===== src/verilog/mips_pkg.sv =====
package mips_pkg;

    localparam int XLEN = 32;

    typedef logic [XLEN-1:0] word_t;
    typedef logic [4:0]      reg_addr_t;

    // primary opcode field in instr[31:26]
    typedef enum logic [5:0] {
        OP_SPECIAL = 6'h00,
        OP_BEQ     = 6'h04,
        OP_BNE     = 6'h05,
        OP_ADDIU   = 6'h09,
        OP_ORI     = 6'h0d,
        OP_LUI     = 6'h0f,
        OP_LW      = 6'h23,
        OP_SW      = 6'h2b
    } opcode_e;

    // function field of SPECIAL in instr[5:0]
    typedef enum logic [5:0] {
        FN_ADDU = 6'h21,
        FN_SUBU = 6'h23,
        FN_AND  = 6'h24,
        FN_OR   = 6'h25,
        FN_SLT  = 6'h2a
    } funct_e;

    typedef enum logic [2:0] {
        ALU_ADD,
        ALU_SUB,
        ALU_AND,
        ALU_OR,
        ALU_SLT,
        ALU_LUI
    } alu_op_e;

    // data sram lane masks for word access only
    localparam logic [3:0] WEN_ALL  = 4'b1111;
    localparam logic [3:0] WEN_NONE = 4'b0000;

endpackage


===== src/verilog/mips_decode.sv =====
`timescale 1ns/1ps

module mips_decode
    import mips_pkg::*;
(
    input  logic      clk_i,
    input  logic      rst_n_i,
    input  word_t     instr_i,
    input  word_t     pc_i,
    output reg_addr_t rs_addr_o,
    output reg_addr_t rt_addr_o,
    input  word_t     rs_data_i,
    input  word_t     rt_data_i,
    input  logic      ex_wr_en_i,
    input  reg_addr_t ex_wr_addr_i,
    input  logic      ex_is_load_i,
    input  word_t     ex_result_i,
    input  logic      mem_wr_en_i,
    input  reg_addr_t mem_wr_addr_i,
    input  word_t     mem_result_i,
    output logic      stall_o,
    output logic      branch_taken_o,
    output word_t     branch_target_o,
    output alu_op_e   ex_alu_op_o,
    output word_t     ex_op_a_o,
    output word_t     ex_op_b_o,
    output word_t     ex_store_data_o,
    output logic      ex_wr_en_o,
    output reg_addr_t ex_wr_addr_o,
    output logic      ex_is_load_o,
    output logic      ex_is_store_o
);

    opcode_e     opcode;
    funct_e      funct;
    reg_addr_t   rd;
    logic [15:0] imm;
    word_t       imm_sext;
    word_t       imm_zext;
    alu_op_e     alu_op;
    word_t       imm_val;
    logic        use_imm;
    logic        use_rt;
    logic        wr_en;
    logic        dec_wr_en;
    reg_addr_t   wr_addr;
    logic        is_load;
    logic        is_store;
    logic        is_beq;
    logic        is_bne;
    logic        known_op;
    word_t       rs_val;
    word_t       rt_val;
    logic        operands_eq;

    assign opcode    = opcode_e'(instr_i[31:26]);
    assign funct     = funct_e'(instr_i[5:0]);
    assign rs_addr_o = instr_i[25:21];
    assign rt_addr_o = instr_i[20:16];
    assign rd        = instr_i[15:11];
    assign imm       = instr_i[15:0];
    assign imm_sext  = {{16{imm[15]}}, imm};
    assign imm_zext  = {16'h0000, imm};

    always_comb begin
        alu_op   = ALU_ADD;
        imm_val  = imm_sext;
        use_imm  = 1'b1;
        use_rt   = 1'b0;
        wr_en    = 1'b0;
        wr_addr  = rt_addr_o;
        is_load  = 1'b0;
        is_store = 1'b0;
        is_beq   = 1'b0;
        is_bne   = 1'b0;
        known_op = 1'b1;
        case (opcode)
            OP_SPECIAL: begin
                use_imm = 1'b0;
                use_rt  = 1'b1;
                wr_en   = 1'b1;
                wr_addr = rd;
                case (funct)
                    FN_ADDU: alu_op = ALU_ADD;
                    FN_SUBU: alu_op = ALU_SUB;
                    FN_AND:  alu_op = ALU_AND;
                    FN_OR:   alu_op = ALU_OR;
                    FN_SLT:  alu_op = ALU_SLT;
                    default: begin
                        wr_en    = 1'b0;
                        known_op = 1'b0;
                    end
                endcase
            end
            OP_ADDIU: wr_en = 1'b1;
            OP_ORI: begin
                alu_op  = ALU_OR;
                imm_val = imm_zext;
                wr_en   = 1'b1;
            end
            OP_LUI: begin
                alu_op  = ALU_LUI;
                imm_val = imm_zext;
                wr_en   = 1'b1;
            end
            OP_LW: begin
                wr_en   = 1'b1;
                is_load = 1'b1;
            end
            OP_SW: begin
                use_rt   = 1'b1;
                is_store = 1'b1;
            end
            OP_BEQ: begin
                use_rt = 1'b1;
                is_beq = 1'b1;
            end
            OP_BNE: begin
                use_rt = 1'b1;
                is_bne = 1'b1;
            end
            default: known_op = 1'b0;
        endcase
    end

    // writes to $zero are dropped here so forwarding never matches them
    assign dec_wr_en = wr_en && (wr_addr != '0);

    // youngest producer wins
    assign rs_val = (ex_wr_en_i && ex_wr_addr_i == rs_addr_o) ? ex_result_i :
                    (mem_wr_en_i && mem_wr_addr_i == rs_addr_o) ? mem_result_i : rs_data_i;
    assign rt_val = (ex_wr_en_i && ex_wr_addr_i == rt_addr_o) ? ex_result_i :
                    (mem_wr_en_i && mem_wr_addr_i == rt_addr_o) ? mem_result_i : rt_data_i;

    // load data only exists one stage later
    assign stall_o = ex_is_load_i && ex_wr_en_i &&
                     ((ex_wr_addr_i == rs_addr_o) || (use_rt && ex_wr_addr_i == rt_addr_o));

    assign operands_eq     = (rs_val == rt_val);
    assign branch_taken_o  = !stall_o && ((is_beq && operands_eq) || (is_bne && !operands_eq));
    assign branch_target_o = pc_i + 32'd4 + {{14{imm[15]}}, imm, 2'b00};

    // bubble on stall
    always_ff @(posedge clk_i) begin
        if (!rst_n_i || stall_o) begin
            ex_wr_en_o    <= 1'b0;
            ex_is_load_o  <= 1'b0;
            ex_is_store_o <= 1'b0;
        end else begin
            ex_wr_en_o    <= dec_wr_en;
            ex_is_load_o  <= is_load;
            ex_is_store_o <= is_store;
        end
    end

    always_ff @(posedge clk_i) begin
        ex_alu_op_o     <= alu_op;
        ex_op_a_o       <= rs_val;
        ex_op_b_o       <= use_imm ? imm_val : rt_val;
        ex_store_data_o <= rt_val;
        ex_wr_addr_o    <= wr_addr;
    end

    // unrecognised instructions travel on as bubbles
    assert property (@(posedge clk_i) disable iff (!rst_n_i)
        !known_op |=> !ex_wr_en_o);

endmodule


===== src/verilog/mips_execute.sv =====
`timescale 1ns/1ps

module mips_execute
    import mips_pkg::*;
(
    input  logic      clk_i,
    input  logic      rst_n_i,
    input  alu_op_e   alu_op_i,
    input  word_t     op_a_i,
    input  word_t     op_b_i,
    input  word_t     store_data_i,
    input  logic      wr_en_i,
    input  reg_addr_t wr_addr_i,
    input  logic      is_load_i,
    input  logic      is_store_i,
    output word_t     result_o,
    output word_t     mem_addr_o,
    output word_t     mem_store_data_o,
    output logic      mem_wr_en_o,
    output reg_addr_t mem_wr_addr_o,
    output logic      mem_is_load_o,
    output logic      mem_is_store_o
);

    always_comb begin
        case (alu_op_i)
            ALU_ADD: result_o = op_a_i + op_b_i;
            ALU_SUB: result_o = op_a_i - op_b_i;
            ALU_AND: result_o = op_a_i & op_b_i;
            ALU_OR:  result_o = op_a_i | op_b_i;
            // signed compare
            ALU_SLT: result_o = word_t'($signed(op_a_i) < $signed(op_b_i));
            ALU_LUI: result_o = {op_b_i[15:0], 16'h0000};
            default: result_o = '0;
        endcase
    end

    always_ff @(posedge clk_i) begin
        if (!rst_n_i) begin
            mem_wr_en_o    <= 1'b0;
            mem_is_load_o  <= 1'b0;
            mem_is_store_o <= 1'b0;
        end else begin
            mem_wr_en_o    <= wr_en_i;
            mem_is_load_o  <= is_load_i;
            mem_is_store_o <= is_store_i;
        end
    end

    // result doubles as the memory address for loads and stores
    always_ff @(posedge clk_i) begin
        mem_addr_o       <= result_o;
        mem_store_data_o <= store_data_i;
        mem_wr_addr_o    <= wr_addr_i;
    end

endmodule


===== src/verilog/mips_fetch.sv =====
`timescale 1ns/1ps

module mips_fetch
    import mips_pkg::*;
#(
    parameter word_t RESET_PC = 32'hBFC0_0000
) (
    input  logic  clk_i,
    input  logic  rst_n_i,
    input  logic  stall_i,
    input  logic  branch_taken_i,
    input  word_t branch_target_i,
    input  word_t inst_sram_rdata_i,
    output word_t pc_o,
    output word_t id_instr_o,
    output word_t id_pc_o
);

    // the delay slot is already in flight when decode redirects
    always_ff @(posedge clk_i) begin
        if (!rst_n_i) begin
            pc_o <= RESET_PC;
        end else if (!stall_i) begin
            pc_o <= branch_taken_i ? branch_target_i : pc_o + 32'd4;
        end
    end

    // an all-zero word decodes as a nop
    always_ff @(posedge clk_i) begin
        if (!rst_n_i) begin
            id_instr_o <= '0;
        end else if (!stall_i) begin
            id_instr_o <= inst_sram_rdata_i;
        end
    end

    always_ff @(posedge clk_i) begin
        if (!stall_i) begin
            id_pc_o <= pc_o;
        end
    end

    // redirect targets keep the pc word-aligned
    assert property (@(posedge clk_i) disable iff (!rst_n_i)
        branch_taken_i && !stall_i |=> pc_o[1:0] == 2'b00);

endmodule


===== src/verilog/mips_memory.sv =====
`timescale 1ns/1ps

module mips_memory
    import mips_pkg::*;
(
    input  logic       clk_i,
    input  logic       rst_n_i,
    input  word_t      addr_i,
    input  word_t      store_data_i,
    input  logic       wr_en_i,
    input  reg_addr_t  wr_addr_i,
    input  logic       is_load_i,
    input  logic       is_store_i,
    output logic [3:0] data_sram_wen_o,
    output word_t      data_sram_addr_o,
    output word_t      data_sram_wdata_o,
    input  word_t      data_sram_rdata_i,
    output word_t      result_o,
    output logic       wb_wr_en_o,
    output reg_addr_t  wb_wr_addr_o,
    output word_t      wb_wr_data_o
);

    assign data_sram_wen_o   = is_store_i ? WEN_ALL : WEN_NONE;
    assign data_sram_addr_o  = addr_i;
    assign data_sram_wdata_o = store_data_i;

    // read data is valid in the same cycle
    assign result_o = is_load_i ? data_sram_rdata_i : addr_i;

    always_ff @(posedge clk_i) begin
        if (!rst_n_i) begin
            wb_wr_en_o <= 1'b0;
        end else begin
            wb_wr_en_o <= wr_en_i;
        end
    end

    always_ff @(posedge clk_i) begin
        wb_wr_addr_o <= wr_addr_i;
        wb_wr_data_o <= result_o;
    end

    // no sub-word accesses in this core
    assert property (@(posedge clk_i) disable iff (!rst_n_i)
        (is_load_i || is_store_i) |-> addr_i[1:0] == 2'b00);

endmodule


===== src/verilog/mips_regfile.sv =====
`timescale 1ns/1ps

module mips_regfile
    import mips_pkg::*;
(
    input  logic      clk_i,
    input  logic      rst_n_i,
    input  reg_addr_t rs_addr_i,
    input  reg_addr_t rt_addr_i,
    output word_t     rs_data_o,
    output word_t     rt_data_o,
    input  logic      wr_en_i,
    input  reg_addr_t wr_addr_i,
    input  word_t     wr_data_i
);

    word_t regs_q [32];

    // entry zero is never written
    always_ff @(posedge clk_i) begin
        if (rst_n_i && wr_en_i && wr_addr_i != '0) begin
            regs_q[wr_addr_i] <= wr_data_i;
        end
    end

    // write-first so write-back and decode can share a cycle
    assign rs_data_o = (rs_addr_i == '0) ? '0 :
                       (wr_en_i && wr_addr_i == rs_addr_i) ? wr_data_i : regs_q[rs_addr_i];
    assign rt_data_o = (rt_addr_i == '0) ? '0 :
                       (wr_en_i && wr_addr_i == rt_addr_i) ? wr_data_i : regs_q[rt_addr_i];

    // $zero stays zero even while write-back targets it
    assert property (@(posedge clk_i) disable iff (!rst_n_i)
        (rs_addr_i == '0 |-> rs_data_o == '0) and (rt_addr_i == '0 |-> rt_data_o == '0));

endmodule


===== src/verilog/mips_top.sv =====
`timescale 1ns/1ps

module mips_top
    import mips_pkg::*;
#(
    parameter word_t RESET_PC = 32'hBFC0_0000
) (
    input  logic       clk_i,
    input  logic       rst_n_i,
    output word_t      inst_sram_addr_o,
    input  word_t      inst_sram_rdata_i,
    output logic [3:0] data_sram_wen_o,
    output word_t      data_sram_addr_o,
    output word_t      data_sram_wdata_o,
    input  word_t      data_sram_rdata_i
);

    logic      stall;
    logic      branch_taken;
    word_t     branch_target;
    word_t     id_instr;
    word_t     id_pc;
    reg_addr_t rs_addr;
    reg_addr_t rt_addr;
    word_t     rs_data;
    word_t     rt_data;
    alu_op_e   ex_alu_op;
    word_t     ex_op_a;
    word_t     ex_op_b;
    word_t     ex_store_data;
    logic      ex_wr_en;
    reg_addr_t ex_wr_addr;
    logic      ex_is_load;
    logic      ex_is_store;
    word_t     ex_result;
    word_t     mem_addr;
    word_t     mem_store_data;
    logic      mem_wr_en;
    reg_addr_t mem_wr_addr;
    logic      mem_is_load;
    logic      mem_is_store;
    word_t     mem_result;
    logic      wb_wr_en;
    reg_addr_t wb_wr_addr;
    word_t     wb_wr_data;

    mips_fetch #(
        .RESET_PC(RESET_PC)
    ) mips_fetch_inst (
        .clk_i(clk_i), .rst_n_i(rst_n_i), .stall_i(stall),
        .branch_taken_i(branch_taken), .branch_target_i(branch_target),
        .inst_sram_rdata_i(inst_sram_rdata_i), .pc_o(inst_sram_addr_o),
        .id_instr_o(id_instr), .id_pc_o(id_pc)
    );

    mips_regfile mips_regfile_inst (
        .clk_i(clk_i), .rst_n_i(rst_n_i),
        .rs_addr_i(rs_addr), .rt_addr_i(rt_addr),
        .rs_data_o(rs_data), .rt_data_o(rt_data),
        .wr_en_i(wb_wr_en), .wr_addr_i(wb_wr_addr), .wr_data_i(wb_wr_data)
    );

    // forwarding taps the execute inputs and the memory-stage result
    mips_decode mips_decode_inst (
        .clk_i(clk_i), .rst_n_i(rst_n_i), .instr_i(id_instr), .pc_i(id_pc),
        .rs_addr_o(rs_addr), .rt_addr_o(rt_addr), .rs_data_i(rs_data), .rt_data_i(rt_data),
        .ex_wr_en_i(ex_wr_en), .ex_wr_addr_i(ex_wr_addr),
        .ex_is_load_i(ex_is_load), .ex_result_i(ex_result),
        .mem_wr_en_i(mem_wr_en), .mem_wr_addr_i(mem_wr_addr), .mem_result_i(mem_result),
        .stall_o(stall), .branch_taken_o(branch_taken), .branch_target_o(branch_target),
        .ex_alu_op_o(ex_alu_op), .ex_op_a_o(ex_op_a), .ex_op_b_o(ex_op_b),
        .ex_store_data_o(ex_store_data), .ex_wr_en_o(ex_wr_en), .ex_wr_addr_o(ex_wr_addr),
        .ex_is_load_o(ex_is_load), .ex_is_store_o(ex_is_store)
    );

    mips_execute mips_execute_inst (
        .clk_i(clk_i), .rst_n_i(rst_n_i), .alu_op_i(ex_alu_op),
        .op_a_i(ex_op_a), .op_b_i(ex_op_b), .store_data_i(ex_store_data),
        .wr_en_i(ex_wr_en), .wr_addr_i(ex_wr_addr),
        .is_load_i(ex_is_load), .is_store_i(ex_is_store), .result_o(ex_result),
        .mem_addr_o(mem_addr), .mem_store_data_o(mem_store_data),
        .mem_wr_en_o(mem_wr_en), .mem_wr_addr_o(mem_wr_addr),
        .mem_is_load_o(mem_is_load), .mem_is_store_o(mem_is_store)
    );

    mips_memory mips_memory_inst (
        .clk_i(clk_i), .rst_n_i(rst_n_i), .addr_i(mem_addr), .store_data_i(mem_store_data),
        .wr_en_i(mem_wr_en), .wr_addr_i(mem_wr_addr),
        .is_load_i(mem_is_load), .is_store_i(mem_is_store),
        .data_sram_wen_o(data_sram_wen_o), .data_sram_addr_o(data_sram_addr_o),
        .data_sram_wdata_o(data_sram_wdata_o), .data_sram_rdata_i(data_sram_rdata_i),
        .result_o(mem_result),
        .wb_wr_en_o(wb_wr_en), .wb_wr_addr_o(wb_wr_addr), .wb_wr_data_o(wb_wr_data)
    );

endmodule

===== config.mk =====
export PLATFORM = sky130hd
export DESIGN_NAME = mips_top
export DESIGN_NICKNAME = d
export VERILOG_FILES = /design/src/verilog/mips_pkg.sv /design/src/verilog/mips_decode.sv /design/src/verilog/mips_execute.sv /design/src/verilog/mips_fetch.sv /design/src/verilog/mips_memory.sv /design/src/verilog/mips_regfile.sv /design/src/verilog/mips_top.sv
export SDC_FILE = /design/constraint.sdc
export NUM_CORES = 2
export LEC_CHECK = 0
export BUFFER_PORTS_ARGS = -buffer_cell sky130_fd_sc_hd__buf_2
export CORE_MARGIN = 5
export CORE_UTILIZATION = 30
export CTS_BUF_LIST = sky130_fd_sc_hd__clkbuf_4 sky130_fd_sc_hd__clkbuf_8
export CTS_CLUSTER_SIZE = 25
export DETAILED_ROUTE_END_ITERATION = 12
export HOLD_SLACK_MARGIN = 0.03
export SETUP_SLACK_MARGIN = 0.4
export SLEW_MARGIN = 20
export SYNTH_ARGS = -nofsm -noshare
export SYNTH_HDL_FRONTEND = slang
export SYNTH_SLANG_ARGS = --single-unit
export TNS_END_PERCENT = 30

===== constraint.sdc =====
create_clock -name clk_i -period 5.9 [get_ports clk_i]
set_input_delay 0.885 -clock clk_i [delete_from_list [all_inputs] [get_ports clk_i]]
set_output_delay 0.885 -clock clk_i [all_outputs]
set_load 0.01 [all_outputs]

==> flow_summary.json <==
{
  "grt_usage_pct": 21.8,
  "skew_ns": 0.0622,
  "synth_top_family_by_area": "multiplexers",
  "placeableCoreArea_sq_mm": 0.224,
  "chipWidth_um": 485,
  "grt_overflow_total": 0,
  "start_util_pct": 30.1,
  "yosysSeqAreaShare_pct": 55.5,
  "initialDrtViolationCount": 6568,
  "synth_fa_ha_area_share_pct": 3.24,
  "routed_wl_um": 268000,
  "io-pin-count": 166,
  "vias_per_cell": 5.81,
  "ys.flop_type": "edfxtp_1",
  "critical-path-max-stage-delay_ns": 0.56,
  "synth-edff-count": 1056,
  "netlist_instances": 4912,
  "portBuffers": 165,
  "maxCapViolations": 0,
  "reg2regPathDepth": 20,
  "hold_viol": 0,
  "worst_pin_slew_ns": 1.23,
  "status": "finished, final reports clean",
  "area_delta_synth_final_pct": 20.2,
  "dp_cells": 8266,
  "end_kind": "register",
  "grt_pass1_vias": 49587,
  "holdWs_ns": 0.168,
  "power_density_mw_per_mm2": 323,
  "layout.cells.non_filler": 8723,
  "ctsHoldBuffers": 0,
  "arrival_ns": 6.28,
  "hpwl_um": 184000,
  "synth.cell_area_sq_mm": 0.0676,
  "p_leak_nw": 28.6,
  "grt_pass1_wl_um": 372000,
  "cts_buffers": 219,
  "ctsLongestPathBuffers": 3,
  "synth-seq-cells": 1347,
  "async_flop_share_pct": 0,
  "synth-compound-area-share_pct": 9.69,
  "finalSetupViolCount": 0,
  "yosys.area_share.xor_xnor_pct": 1.23,
  "place.gp.congestion": 0.958,
  "synth.area.mux_share_pct": 19.4,
  "comb_power_share_pct": 21.9,
  "swShare_pct": 31.4,
  "insertion_delay_ns": 1.01,
  "die_h_um": 485,
  "synth_warnings": 0,
  "clockPowerShare_pct": 32.7,
  "path_cells": "inv_1, ha_2, nand4_1, or4_4, o31a_1, mux2_2, a211oi_2, buf_4, a31oi_1, nor2b_2, nor3b_2, buf_4, and4_4, nand4_1, or3_4, a2111o_2, buf_12, buf_4, a32oi_1, o311ai_1",
  "antenna_found_initial": 14,
  "maxSlewViolCount": 0,
  "path_class": "register to register",
  "rsz0062_at_grt": "true",
  "min_period_over_period_pct": 92.5,
  "grt_max_degree": 86,
  "vdd_drop_max_v": 0.000262,
  "max_slew_margin_pct": 17.8,
  "switchingPower_mw": 8.24,
  "cts_tree": "done",
  "required_ns": 6.72,
  "fmax_mhz": 183,
  "drive_above_1_share_pct": 31.7,
  "crit_top_cell": "buf_4",
  "period_minus_slack_ns": 5.45,
  "cts_htree_levels": 4,
  "worst_hold_path_type": "input port to register",
  "drc": 0,
  "avgSynthCellArea_sq_um": 13.8,
  "rows": 174,
  "vias": 50683,
  "cellInternalPower_mw": 18.0,
  "synth_simple_gate_area_share_pct": 7.79,
  "pwr-share-seq_pct": 45.4,
  "die_area_sq_mm": 0.235,
  "clock_sinks": 1347,
  "drt_first_pass_iters": 8,
  "root_buffer": "clkbuf_8",
  "cts.clk_slew.worst_paths_ns": 0.06,
  "whs_path_depth": 3,
  "yosysUniqueCellTypes": 91,
  "slowest_stage": "or4_4",
  "cp-start-kind": "register",
  "nNetsFinal": 5780,
  "detail_route.wl_per_cell_um": 30.8,
  "route.antenna.remaining_nets": 0,
  "cp_max_fo": 20
}
==> flip-flops by register name (all words and copies together) (netlist names), named ones only <==
| name | count |
|---|---|
| mips_regfile_inst.regs_q | 1024 |
| mips_decode_inst.ex_op_a_o | 32 |
| mips_decode_inst.ex_op_b_o | 32 |
| mips_decode_inst.ex_store_data_o | 32 |
| mips_execute_inst.mem_addr_o | 32 |
| mips_execute_inst.mem_store_data_o | 32 |
| mips_fetch_inst.id_instr_o | 32 |
| mips_fetch_inst.id_pc_o | 32 |
| mips_fetch_inst.pc_o | 32 |
| mips_memory_inst.wb_wr_data_o | 32 |
| mips_decode_inst.ex_wr_addr_o | 5 |
| mips_execute_inst.mem_wr_addr_o | 5 |
| mips_memory_inst.wb_wr_addr_o | 5 |
| mips_decode_inst.ex_alu_op_o | 3 |
| mips_decode_inst.ex_is_load_o | 1 |
| mips_decode_inst.ex_is_store_o | 1 |
| mips_decode_inst.ex_wr_en_o | 1 |
| mips_execute_inst.mem_is_load_o | 1 |
| mips_execute_inst.mem_is_store_o | 1 |
| mips_execute_inst.mem_wr_en_o | 1 |
| mips_memory_inst.wb_wr_en_o | 1 |
==> metal layers <==
| metal | wire, um | GRT usage (%) |
|---|---|---|
| met5 | 77 | 0 |
| met2 | 120000 | 33.7 |
| met4 | 21300 | 14.2 |
| met3 | 28500 | 5.01 |
| met1 | 98300 | 27.6 |
==> repair_timing <==
action	CTS	global route
endpoints found under the hold margin	0	0
buffers inserted	13	28
pin swaps	10	33
setup endpoints to repair	32	32
resized for setup	68	138
gates cloned	1	4
==> logic make-up after synthesis <==
family / after synthesis
xor+xnor: 95
flops: 1347
other cells: 1
fa+ha+maj: 173
compound gates: 955
buf+inv: 486
simple gates: 1137
mux: 718
==> Yosys cell counts (all sizes together), types with 16 or more instances <==
library cell / count / area [sq um]
a22oi: 74 / 556
ha: 170 / 2130
clkbuf: 191 / 717
mux2: 42 / 473
o211ai: 36 / 270
a311oi: 16 / 140
a221oi: 37 / 337
nor2: 275 / 1030
nor2b: 46 / 288
nand4: 49 / 307
o21a: 24 / 180
o22ai: 48 / 300
buf: 142 / 791
or2: 16 / 100
a221o: 16 / 160
nand2: 409 / 1540
and2: 24 / 150
nor3: 77 / 385
xnor2: 57 / 499
nand3: 95 / 475
and3: 33 / 206
nor4: 31 / 194
dfxtp: 291 / 5830
xor2: 38 / 333
a211oi: 52 / 395
inv: 150 / 563
mux2i: 205 / 2050
a21oi: 210 / 1050
a32oi: 23 / 201
o21ai: 154 / 771
a21o: 31 / 233
edfxtp: 1056 / 31700
mux4: 471 / 10600
nand2b: 25 / 156
a31oi: 39 / 244
or3: 19 / 119
o2111ai: 19 / 166
o31ai: 22 / 165
o311ai: 18 / 158
a2bb2oi: 16 / 140
==> power by group through the flow <==
| stage | Clock [mW] | Sequential, mW | Combinational [mW] |
|---|---|---|---|
| final | 8.59 | 11.9 | 5.75 |
| after CTS | 8.69 | 11.9 | 5.40 |
| after floorplan | 0 | 12.3 | 2.35 |
| after global placement | 0 | 12.1 | 5.25 |
| after detailed placement | 0 | 12.1 | 5.28 |
| after global routing | 9.11 | 12.0 | 6.01 |
==> per-stage QoR <==
step / setup slack, ns / setup TNS [ns] / utilization, % / power (mW) / instance area [sq um]
floorplan: 0.992 / 0 / - / 14.6 / 67700
global placement: 0.0440 / 0 / 33.5 / 17.4 / 75200
detailed placement: -0.0278 / -0.0772 / 33.5 / 17.4 / 75200
CTS: 0.401 / 0 / 35.7 / 26.0 / 80200
global route: 0.361 / 0 / 36.2 / 27.1 / 81200
finish: 0.445 / 0 / 36.2 / 26.3 / 81200
==> worst paths after layout <==
kind                                                                       to  slack (ns)                                         from
worst min-delay path              mips_fetch_inst.id_instr_o[13]$_SDFFE_PN0N_        0.17                        inst_sram_rdata_i[13]
worst min register to register  mips_execute_inst.mem_store_data_o[8]$_DFF_P_        0.32  mips_decode_inst.ex_store_data_o[8]$_DFF_P_
worst max-delay path                    mips_fetch_inst.pc_o[11]$_SDFFE_PN0N_        0.45       mips_decode_inst.ex_op_b_o[13]$_DFF_P_
worst max register to register          mips_fetch_inst.pc_o[11]$_SDFFE_PN0N_        0.45       mips_decode_inst.ex_op_b_o[13]$_DFF_P_
==> area by class of cell <==
type	instances	area (sq um)
timing repair buffer	710	5630
fill	21373	143000
clock buffer	319	3880
multi-input combinational	3110	29100
antenna	10	25.0
clock inverter	82	664
tap	2992	3740
inverter	153	583
sequential	1347	37600
==> worst max-delay path, delay by kind of cell (launching register included) <==
kind	cells	cell delay [ns]
adders and majority gates	1	0.40
buffers and inverters	5	0.79
muxes	1	0.29
DFF	1	0.40
AOI/OAI and AO/OA	6	1.40
and+or+nand+nor	7	1.98
==> cells in the final DEF (no fill, tap or decap), types with 150 or more instances in the layout <==
cell / Yosys / final
mux2i_1: 205 / 199
clkbuf_8: 0 / 238
ha_1: 170 / 150
mux4_2: 471 / 471
buf_2: 65 / 165
a21oi_1: 210 / 202
edfxtp_1: 1056 / 1056
buf_4: 27 / 488
nand2_1: 409 / 407
nor2_1: 275 / 240
dfxtp_1: 291 / 267
Note: power is estimated with default switching activity, not from simulation.
